--- src/r2b_pkg.sv ---
/*
 * Row-to-block converter shared definitions
 * Matrix sizes, derived widths and the controller state type
 */
package r2b_pkg;

    localparam int ELEM_WIDTH  = 16;
    localparam int ROW         = 8;
    localparam int COL         = 8;
    localparam int BLOCK_SIZE  = 2;
    localparam int NUM_CORES_V = 2;

    // Slice geometry
    localparam int SLICE_ROWS     = BLOCK_SIZE * NUM_CORES_V;
    localparam int CHUNKS_PER_ROW = COL / BLOCK_SIZE;
    localparam int NUM_SLICES     = ROW / SLICE_ROWS;

    // Bus widths
    localparam int ROW_WIDTH   = ELEM_WIDTH * COL;
    localparam int CHUNK_WIDTH = ELEM_WIDTH * BLOCK_SIZE;
    localparam int OUT_WIDTH   = CHUNK_WIDTH * SLICE_ROWS;

    // Index widths
    localparam int ADDR_WIDTH      = $clog2(ROW);
    localparam int CHUNK_IDX_WIDTH = $clog2(CHUNKS_PER_ROW);
    localparam int LOAD_IDX_WIDTH  = $clog2(SLICE_ROWS);
    localparam int SLICE_IDX_WIDTH = $clog2(NUM_SLICES);

    typedef enum logic [2:0] {
        ST_IDLE,
        ST_FILL,
        ST_SLICE_RD,
        ST_OUTPUT,
        ST_DONE
    } r2b_state_e;

endpackage

--- src/r2b_buf_if.sv ---
/*
 * Slice buffer control strobes
 * Row load and chunk issue commands with their indices
 */
`timescale 1ns/1ps

interface r2b_buf_if import r2b_pkg::*; ();

    logic                       load_en;
    logic [LOAD_IDX_WIDTH-1:0]  load_idx;
    logic                       chunk_en;
    logic [CHUNK_IDX_WIDTH-1:0] chunk_idx;
    logic                       chunk_last;
    logic                       slice_final;

    modport gen (output load_en, load_idx, chunk_en, chunk_idx, chunk_last, slice_final);

    modport sbuf (input load_en, load_idx, chunk_en, chunk_idx, chunk_last, slice_final);

endinterface

--- src/r2b_ctrl_if.sv ---
/*
 * Controller status bus
 * State from the FSM, progress flags from the address generator
 */
`timescale 1ns/1ps

interface r2b_ctrl_if import r2b_pkg::*; ();

    r2b_state_e state;
    logic       fill_done;
    logic       slice_loaded;
    logic       chunks_done;
    logic       all_slices_done;

    modport fsm (
        output state,
        input  fill_done, slice_loaded, chunks_done, all_slices_done
    );

    modport gen (
        input  state,
        output fill_done, slice_loaded, chunks_done, all_slices_done
    );

endinterface

--- src/r2b_ram_if.sv ---
/*
 * Buffer RAM ports
 * Write and read side driven by the address generator
 */
`timescale 1ns/1ps

interface r2b_ram_if import r2b_pkg::*; ();

    logic                  we;
    logic [ADDR_WIDTH-1:0] write_addr;
    logic [ROW_WIDTH-1:0]  write_data;
    logic [ADDR_WIDTH-1:0] read_addr;
    logic [ROW_WIDTH-1:0]  read_data;

    modport gen (output we, write_addr, write_data, read_addr);

    modport mem (
        input  we, write_addr, write_data, read_addr,
        output read_data
    );

    modport rd (input read_data);

endinterface

--- src/r2b_addr_gen.sv ---
/*
 * Row-to-block address generator
 * Counts rows in, sequences slice reads from the RAM and issues chunks
 */
`timescale 1ns/1ps

module r2b_addr_gen
    import r2b_pkg::*;
(
    input  logic                 clk,
    input  logic                 rst_n,
    input  logic                 en,
    input  logic                 in_valid,
    input  logic [ROW_WIDTH-1:0] in_data,
    r2b_ctrl_if.gen              ctrl,
    r2b_ram_if.gen               ram,
    r2b_buf_if.gen               bufc
);

    logic [ADDR_WIDTH-1:0]      wr_cnt;
    logic                       rows_all;
    logic [LOAD_IDX_WIDTH-1:0]  ld_cnt;
    logic                       ld_all;
    logic [CHUNK_IDX_WIDTH-1:0] ck_cnt;
    logic                       ck_all;
    logic [SLICE_IDX_WIDTH-1:0] slice_cnt;
    logic [ADDR_WIDTH-1:0]      slice_base;

    logic fill_take;
    logic load_take;
    logic load_exit;
    logic chunk_take;
    logic slice_step;

    assign fill_take  = en && (ctrl.state == ST_FILL) && in_valid && !rows_all;
    assign load_take  = en && (ctrl.state == ST_SLICE_RD) && !ld_all;
    assign load_exit  = en && (ctrl.state == ST_SLICE_RD) && ctrl.slice_loaded;
    assign chunk_take = en && (ctrl.state == ST_OUTPUT) && !ck_all;
    assign slice_step = en && (ctrl.state == ST_OUTPUT) && ctrl.chunks_done;

    // Done flags wait for the last write or load pulse to clear
    assign ctrl.fill_done       = rows_all && !ram.we;
    assign ctrl.slice_loaded    = ld_all && !bufc.load_en;
    assign ctrl.chunks_done     = ck_all && !bufc.chunk_en;
    assign ctrl.all_slices_done = (slice_cnt == SLICE_IDX_WIDTH'(NUM_SLICES - 1));

    assign ram.read_addr = slice_base + ADDR_WIDTH'(ld_cnt);

    always_ff @(posedge clk) begin
        if (!rst_n) begin
            ram.we        <= 1'b0;
            bufc.load_en  <= 1'b0;
            bufc.chunk_en <= 1'b0;
            wr_cnt        <= '0;
            rows_all      <= 1'b0;
            ld_cnt        <= '0;
            ld_all        <= 1'b0;
            ck_cnt        <= '0;
            ck_all        <= 1'b0;
            slice_cnt     <= '0;
            slice_base    <= '0;
        end else begin
            // RAM side strobes are single pulses since the RAM never stalls
            ram.we       <= fill_take;
            bufc.load_en <= load_take;
            // Chunk strobe holds through a stall so the buffer takes it once
            if (en) begin
                bufc.chunk_en <= chunk_take;
            end

            if (fill_take) begin
                wr_cnt <= wr_cnt + 1'b1;
                if (wr_cnt == ADDR_WIDTH'(ROW - 1)) begin
                    rows_all <= 1'b1;
                end
            end

            if (load_take) begin
                if (ld_cnt == LOAD_IDX_WIDTH'(SLICE_ROWS - 1)) begin
                    ld_cnt <= '0;
                    ld_all <= 1'b1;
                end else begin
                    ld_cnt <= ld_cnt + 1'b1;
                end
            end else if (load_exit) begin
                ld_all <= 1'b0;
            end

            if (chunk_take) begin
                if (ck_cnt == CHUNK_IDX_WIDTH'(CHUNKS_PER_ROW - 1)) begin
                    ck_cnt <= '0;
                    ck_all <= 1'b1;
                end else begin
                    ck_cnt <= ck_cnt + 1'b1;
                end
            end else if (slice_step) begin
                ck_all     <= 1'b0;
                slice_cnt  <= slice_cnt + 1'b1;
                slice_base <= slice_base + ADDR_WIDTH'(SLICE_ROWS);
            end
        end
    end

    always_ff @(posedge clk) begin
        if (fill_take) begin
            ram.write_addr <= wr_cnt;
            ram.write_data <= in_data;
        end
        // Lines up with read_data one cycle after the address
        if (load_take) begin
            bufc.load_idx <= ld_cnt;
        end
        if (chunk_take) begin
            bufc.chunk_idx   <= ck_cnt;
            bufc.chunk_last  <= (ck_cnt == CHUNK_IDX_WIDTH'(CHUNKS_PER_ROW - 1));
            bufc.slice_final <= ctrl.all_slices_done;
        end
    end

endmodule

--- src/r2b_converter_v.sv ---
/*
 * Vertical row-to-block converter
 * Buffers a full matrix by rows and replays it as column blocks per slice
 */
`timescale 1ns/1ps

module r2b_converter_v
    import r2b_pkg::*;
(
    input  logic                 clk,
    input  logic                 rst_n,
    input  logic                 en,
    input  logic                 in_valid,
    input  logic [ROW_WIDTH-1:0] in_data,
    output logic                 slice_done,
    output logic                 output_ready,
    output logic                 slice_last,
    output logic                 buffer_done,
    output logic [OUT_WIDTH-1:0] out_data
);

    r2b_ctrl_if ctrl ();
    r2b_ram_if  ram ();
    r2b_buf_if  bufc ();

    r2b_ctrl_fsm u_fsm (
        .clk   (clk),
        .rst_n (rst_n),
        .en    (en),
        .ctrl  (ctrl.fsm)
    );

    r2b_addr_gen u_addr_gen (
        .clk      (clk),
        .rst_n    (rst_n),
        .en       (en),
        .in_valid (in_valid),
        .in_data  (in_data),
        .ctrl     (ctrl.gen),
        .ram      (ram.gen),
        .bufc     (bufc.gen)
    );

    ram_1w1r u_ram (
        .clk (clk),
        .mem (ram.mem)
    );

    r2b_slice_buffer u_slice_buf (
        .clk          (clk),
        .rst_n        (rst_n),
        .en           (en),
        .ram          (ram.rd),
        .bufc         (bufc.sbuf),
        .out_data     (out_data),
        .output_ready (output_ready),
        .slice_done   (slice_done),
        .slice_last   (slice_last)
    );

    // Also raised with the final word, before the FSM reaches done
    assign buffer_done = (ctrl.state == ST_DONE) || slice_last;

endmodule

--- src/r2b_ctrl_fsm.sv ---
/*
 * Row-to-block controller FSM
 * Sequences fill, slice read and output phases, frozen while en is low
 */
`timescale 1ns/1ps

module r2b_ctrl_fsm
    import r2b_pkg::*;
(
    input  logic     clk,
    input  logic     rst_n,
    input  logic     en,
    r2b_ctrl_if.fsm  ctrl
);

    r2b_state_e state_q;
    r2b_state_e state_next;

    always_ff @(posedge clk) begin
        if (!rst_n) begin
            state_q <= ST_IDLE;
        end else if (en) begin
            state_q <= state_next;
        end
    end

    always_comb begin
        state_next = state_q;
        case (state_q)
            ST_IDLE: begin
                state_next = ST_FILL;
            end
            ST_FILL: begin
                if (ctrl.fill_done) begin
                    state_next = ST_SLICE_RD;
                end
            end
            ST_SLICE_RD: begin
                if (ctrl.slice_loaded) begin
                    state_next = ST_OUTPUT;
                end
            end
            ST_OUTPUT: begin
                // Last chunk out, either the next slice or the end
                if (ctrl.chunks_done) begin
                    state_next = ctrl.all_slices_done ? ST_DONE : ST_SLICE_RD;
                end
            end
            ST_DONE: begin
                state_next = ST_DONE;
            end
            default: begin
                state_next = ST_IDLE;
            end
        endcase
    end

    assign ctrl.state = state_q;

endmodule

--- src/r2b_slice_buffer.sv ---
/*
 * Row-to-block slice buffer
 * Holds the rows of one slice and packs a column pair from each into a word
 */
`timescale 1ns/1ps

module r2b_slice_buffer
    import r2b_pkg::*;
(
    input  logic                 clk,
    input  logic                 rst_n,
    input  logic                 en,
    r2b_ram_if.rd                ram,
    r2b_buf_if.sbuf              bufc,
    output logic [OUT_WIDTH-1:0] out_data,
    output logic                 output_ready,
    output logic                 slice_done,
    output logic                 slice_last
);

    logic [ROW_WIDTH-1:0] row_q [SLICE_ROWS];
    logic [OUT_WIDTH-1:0] chunk_word;

    always_ff @(posedge clk) begin
        if (bufc.load_en) begin
            row_q[bufc.load_idx] <= ram.read_data;
        end
    end

    // Slice row 0 lands in the top pair, column 0 is the top of each row
    always_comb begin
        for (int i = 0; i < SLICE_ROWS; i++) begin
            chunk_word[OUT_WIDTH - 1 - i * CHUNK_WIDTH -: CHUNK_WIDTH] =
                row_q[i][ROW_WIDTH - 1 - int'(bufc.chunk_idx) * CHUNK_WIDTH -: CHUNK_WIDTH];
        end
    end

    always_ff @(posedge clk) begin
        if (!rst_n) begin
            output_ready <= 1'b0;
            slice_done   <= 1'b0;
            slice_last   <= 1'b0;
        end else if (en) begin
            output_ready <= bufc.chunk_en;
            slice_done   <= bufc.chunk_en && bufc.chunk_last;
            slice_last   <= bufc.chunk_en && bufc.chunk_last && bufc.slice_final;
        end else begin
            // Stalled cycles carry no word
            output_ready <= 1'b0;
            slice_done   <= 1'b0;
            slice_last   <= 1'b0;
        end
    end

    always_ff @(posedge clk) begin
        if (en && bufc.chunk_en) begin
            out_data <= chunk_word;
        end
    end

endmodule

--- src/ram_1w1r.sv ---
/*
 * Matrix buffer RAM
 * One synchronous write port, one read port with a one cycle latency
 */
`timescale 1ns/1ps

module ram_1w1r
    import r2b_pkg::*;
(
    input  logic      clk,
    r2b_ram_if.mem    mem
);

    logic [ROW_WIDTH-1:0] store [ROW];

    always_ff @(posedge clk) begin
        if (mem.we) begin
            store[mem.write_addr] <= mem.write_data;
        end
    end

    // Read runs every cycle, the caller times its own capture
    always_ff @(posedge clk) begin
        mem.read_data <= store[mem.read_addr];
    end

endmodule

--- config.mk ---
export PLATFORM = sky130hd
export DESIGN_NAME = r2b_converter_v
export DESIGN_NICKNAME = d
export VERILOG_FILES = /design/src/r2b_pkg.sv /design/src/r2b_buf_if.sv /design/src/r2b_ctrl_if.sv /design/src/r2b_ram_if.sv /design/src/r2b_addr_gen.sv /design/src/r2b_converter_v.sv /design/src/r2b_ctrl_fsm.sv /design/src/r2b_slice_buffer.sv /design/src/ram_1w1r.sv
export SDC_FILE = /design/constraint.sdc
export NUM_CORES = 2
export LEC_CHECK = 0
export BUFFER_PORTS_ARGS = -buffer_cell sky130_fd_sc_hd__buf_2
export CAP_MARGIN = 25
export CORE_ASPECT_RATIO = 1.2
export CORE_UTILIZATION = 46
export DETAILED_ROUTE_END_ITERATION = 8
export GPL_TIMING_DRIVEN = 0
export PLACE_DENSITY = 0.73
export SYNTH_ARGS = -nofsm -noshare
export SYNTH_HDL_FRONTEND = slang
export SYNTH_SLANG_ARGS = --single-unit
export TNS_END_PERCENT = 30
--- constraint.sdc ---
create_clock -name clk -period 11.9 [get_ports clk]
set_input_delay 1.785 -clock clk [delete_from_list [all_inputs] [get_ports clk]]
set_output_delay 1.785 -clock clk [all_outputs]
set_load 0.1 [all_outputs]
==> summary.md <==
| Metric | Value |
|---|---|
| Port Buffers | `between 200 and 300` |
| Slew Limit Headroom | `between 20% and 30%` |
| CP max FO | `10` |
| Initial antenna violation count | `44` |
| FF-to-FF End | `u_ram.mem.read_data[90]` |
| Sequential share of power | `55.4%` |
| Syn avg cell area | `25.74 sq um` |
| Post-layout util | `54.51%` |
| Synth top cells by count | `edfxtp_1, mux4_2, dfxtp_1` |
| CTS Buf Count | `170` |
| Commonest register cell after synthesis | `edfxtp_1` |
| Die Span Y | `424.2 um` |
| Top cell type's share of synthesized area | `79.16%` |
| Worst R2R Start | `u_addr_gen.ld_cnt[1]` |
| Tmin final | `3.859 ns` |
| Sw frac | `19.41%` |
| Fmax | `between 0.2 and 0.3 GHz` |
| GPL Wtd Cong | `0.8074` |
| Slew Limit Fails | `0` |
| Routed Wire Length | `161,400 um` |
| Max-Cap Viols | `0` |
| Cells after DPL | `4,982` |
| Nets | `3,341` |
| Synth warnings | `0` |
| CTS root buf | `clkbuf_16` |
| Met2 Usage GRT | `34.49%` |
| Endpoints failing setup | `0` |
| Hold endpoint | `u_slice_buf.slice_done` |
| Post-synth top area cell | `edfxtp_1` |
| Fin cells | `5,331` |
| DIE AREA | `150,100 sq um` |
| Area contributors post-synth | `edfxtp_1, mux4_2, dfxtp_1, mux2_2, buf_6` |
| CTS max path bufs | `3` |
| Post-Syn Instances | `roughly 2,700` |
| Final Hold Fails | `0` |
| Hold Crit Class | `reg2reg` |
| Unrepaired setup endpoints after global routing | `false` |
| CP Capture Type | `primary output` |
| PwrDens | `169.3 nW/um^2` |
| Synth cell types | `37` |
| Tcrit/Tclk final | `32.43%` |
| Delay of the slowest critical-path stage | `0.42 ns` |
| Core area | `147,000 sq um` |
| Yosys reg bits | `1,950` |
| Hold path start | `u_addr_gen.bufc.chunk_last` |
| Std-Cell Rows | `around 150` |
| Clk pwr share | `a little over two fifths` |
| Worst Tran Pin Value | `roughly 1.1 ns` |
| Worst vdd ir | `154.7 uV` |
| Layout area overhead | `17.30%` |
| Post-synth EDFFs | `1,801` |
| DRC viols | `0` |
| Logic gate share of total power | `1.6%` |
| Multi-input gate area | `10,720 sq um` |
| Synthesized area | `68,320 sq um` |
| Setup bufs post-CTS | `0` |
| DR pass1 iterations | `5` |
| TritonCTS clock tree | `done` |
| Vias in the first global route | `30,430` |
| Internal | `10.94 mW` |
| Share of cells above drive strength 1 | `36.61%` |
| I/O Pins | `264` |
| Clock skew | `roughly 0.03 ns` |
| Critical path class | `reg2out` |
| Wirelength per Cell | `30.27 um` |
| Antenna viol nets, final | `0` |
| CTS sink cnt | `1,950` |
| CP arrival | `2.07 ns` |
| Most frequent cell after synthesis | `edfxtp_1` |
| Grt ovf | `0` |
| CTS H-tree depth | `4` |
| First-pass GRT wire length | `225,100 um` |
| Gr usage total | `21.44%` |
| Met1 usage | `28.17%` |
| Net count after synthesis | `~2,800` |
| Leakage power | `around 25 nW` |
| Seq. cell area | `57,060 sq um` |
| Post-cts resize count | `0` |
| Outcome | `complete, no violations` |
| Async set-reset flop share out of synthesis | `0%` |
| Vias per cell | `5.717` |
| Worst setup SP type | `register` |
| Starting Density | `46.47%` |
| GRT busiest layer | `met2` |
| NetSw | `between 2 and 3 mW` |
| CP Data Required Time | `10.12 ns` |
| Hold path depth | `1` |
| Crit-path slowest cell | `buf_2` |
| DP Wirelength | `around 110,000 um` |
| Die Width | `approximately 350 um` |
| Clk_lat worst skew | `0.80 ns` |
| Largest net degree at the start of global routing | `67` |
| Fill count | `between 10,000 and 15,000` |
| Initial DRC Count | `4,133` |
| Critical path, cell by cell | `clkbuf_1, nor2_1, nand2_1, nand2b_1, buf_2` |
| Hold_buf cts | `0` |
| FF-to-FF setup slack | `9.13 ns` |
| DR vias | `30,480` |
| Seq/Total Area, Yosys | `83.52%` |
| Met3 Usage GRT | `between 5 and 6%` |
| Reg2Reg Depth | `5` |
| Reg clk slew, reported paths | `about 0.060 ns` |
layout make-up:
cell class                      count  area share [%]
Sequential cell                  1950           71.20
Multi-Input combinational cell    597           13.38
Clock buffer                      227           5.972
Timing Repair Buffer              379           4.045
Tap cell                         1950           3.044
Clock inverter                     94           1.507
Buffer                            103          0.7494
Antenna cell                       27         0.08431
Inverter                            4         0.01873
through the flow:
step / power [mW] / hold slack (ns) / cell area [sq um] / setup TNS (ns) / worst slack (ns)
after floorplan: 7.771 / 0.4288 / 68320 / 0 / 1.385
after detailed placement: 7.886 / 0.4546 / 74070 / 0 / 7.886
after CTS: 13.63 / 0.4689 / 80060 / 0 / 7.993
after global routing: 13.90 / 0.4916 / 80140 / 0 / 7.927
after global placement: 7.880 / 0.4427 / 72080 / -3149.95 / -8.063
final: 13.57 / 0.4673 / 80140 / 0 / 8.041
cell usage in the layout (no fill, tap or decap), drive strengths merged, types with 2 or more instances in the layout:
master and instances:
a21oi 6, and2 3, and3 4, buf 437, bufinv 24, clkbuf 272, clkinv 59, clkinvlp 5
dfxtp 149, diode 27, edfxtp 1801, ha 4, inv 10, mux2 128, mux2i 6, mux4 384
nand2 8, nand2b 8, nor2 21, nor3 4, nor4 2, o21ai 3, xnor2 3
power groups by stage:
stage	Combinational (mW)	Clock (mW)	Sequential [mW]
after floorplan	0.115	0	7.66
after global placement	0.210	0	7.67
after detailed placement	0.225	0	7.66
after CTS	0.228	5.89	7.51
after global routing	0.235	6.15	7.51
final	0.223	5.83	7.51
cells by family (layout without fill, tap and decap cells):
family,Yosys count,in the layout,synth area share (%)
flops,1950,1950,83.52
simple gates,58,58,0.4798
mux,518,518,14.86
compound gates,14,14,0.1282
other cells,0,27,0
xor+xnor,3,3,0.03847
fa+ha+maj,4,4,0.07326
buf+inv,107,807,0.9010
layer usage:
metal	part of all wire, %	routed length (um)
met1	38	60590
met2	49	79070
met3	10	16390
met4	3.2	5115
met5	0.14	228
worst max-delay path: cells and delay by family (launching register included):
family                 cells  cell delay (ns)
DFF                        1             0.30
buffers and inverters      2             0.61
and+or+nand+nor            3             0.36
worst max path at each step:
stage / start / to / slack (ns) / depth (start not counted)
after floorplan: u_addr_gen.bufc.load_idx[0] / u_slice_buf.row_q[0][0] / 1.39 / 1
after global placement: u_addr_gen.ram.write_addr[1] / u_ram.store[1][41] / -8.06 / 1
after detailed placement: en / u_addr_gen.ram.write_data[99] / 7.89 / 7
after CTS: u_fsm.ctrl.state[0] / buffer_done / 7.99 / 5
after global routing: u_fsm.ctrl.state[0] / buffer_done / 7.93 / 5
final: u_fsm.ctrl.state[0] / buffer_done / 8.04 / 5
sequential cells by signal, summed over array words and instances (netlist names), 3 cells and up:
signal	flops
u_fsm.ctrl.state	3
u_ram.mem.read_data	128
u_addr_gen.wr_cnt	3
u_ram.store	1024
u_slice_buf.row_q	512
u_slice_buf.out_data	128
u_addr_gen.ram.write_addr	3
u_addr_gen.ram.write_data	128
Note: power is estimated with default switching activity, not from simulation.
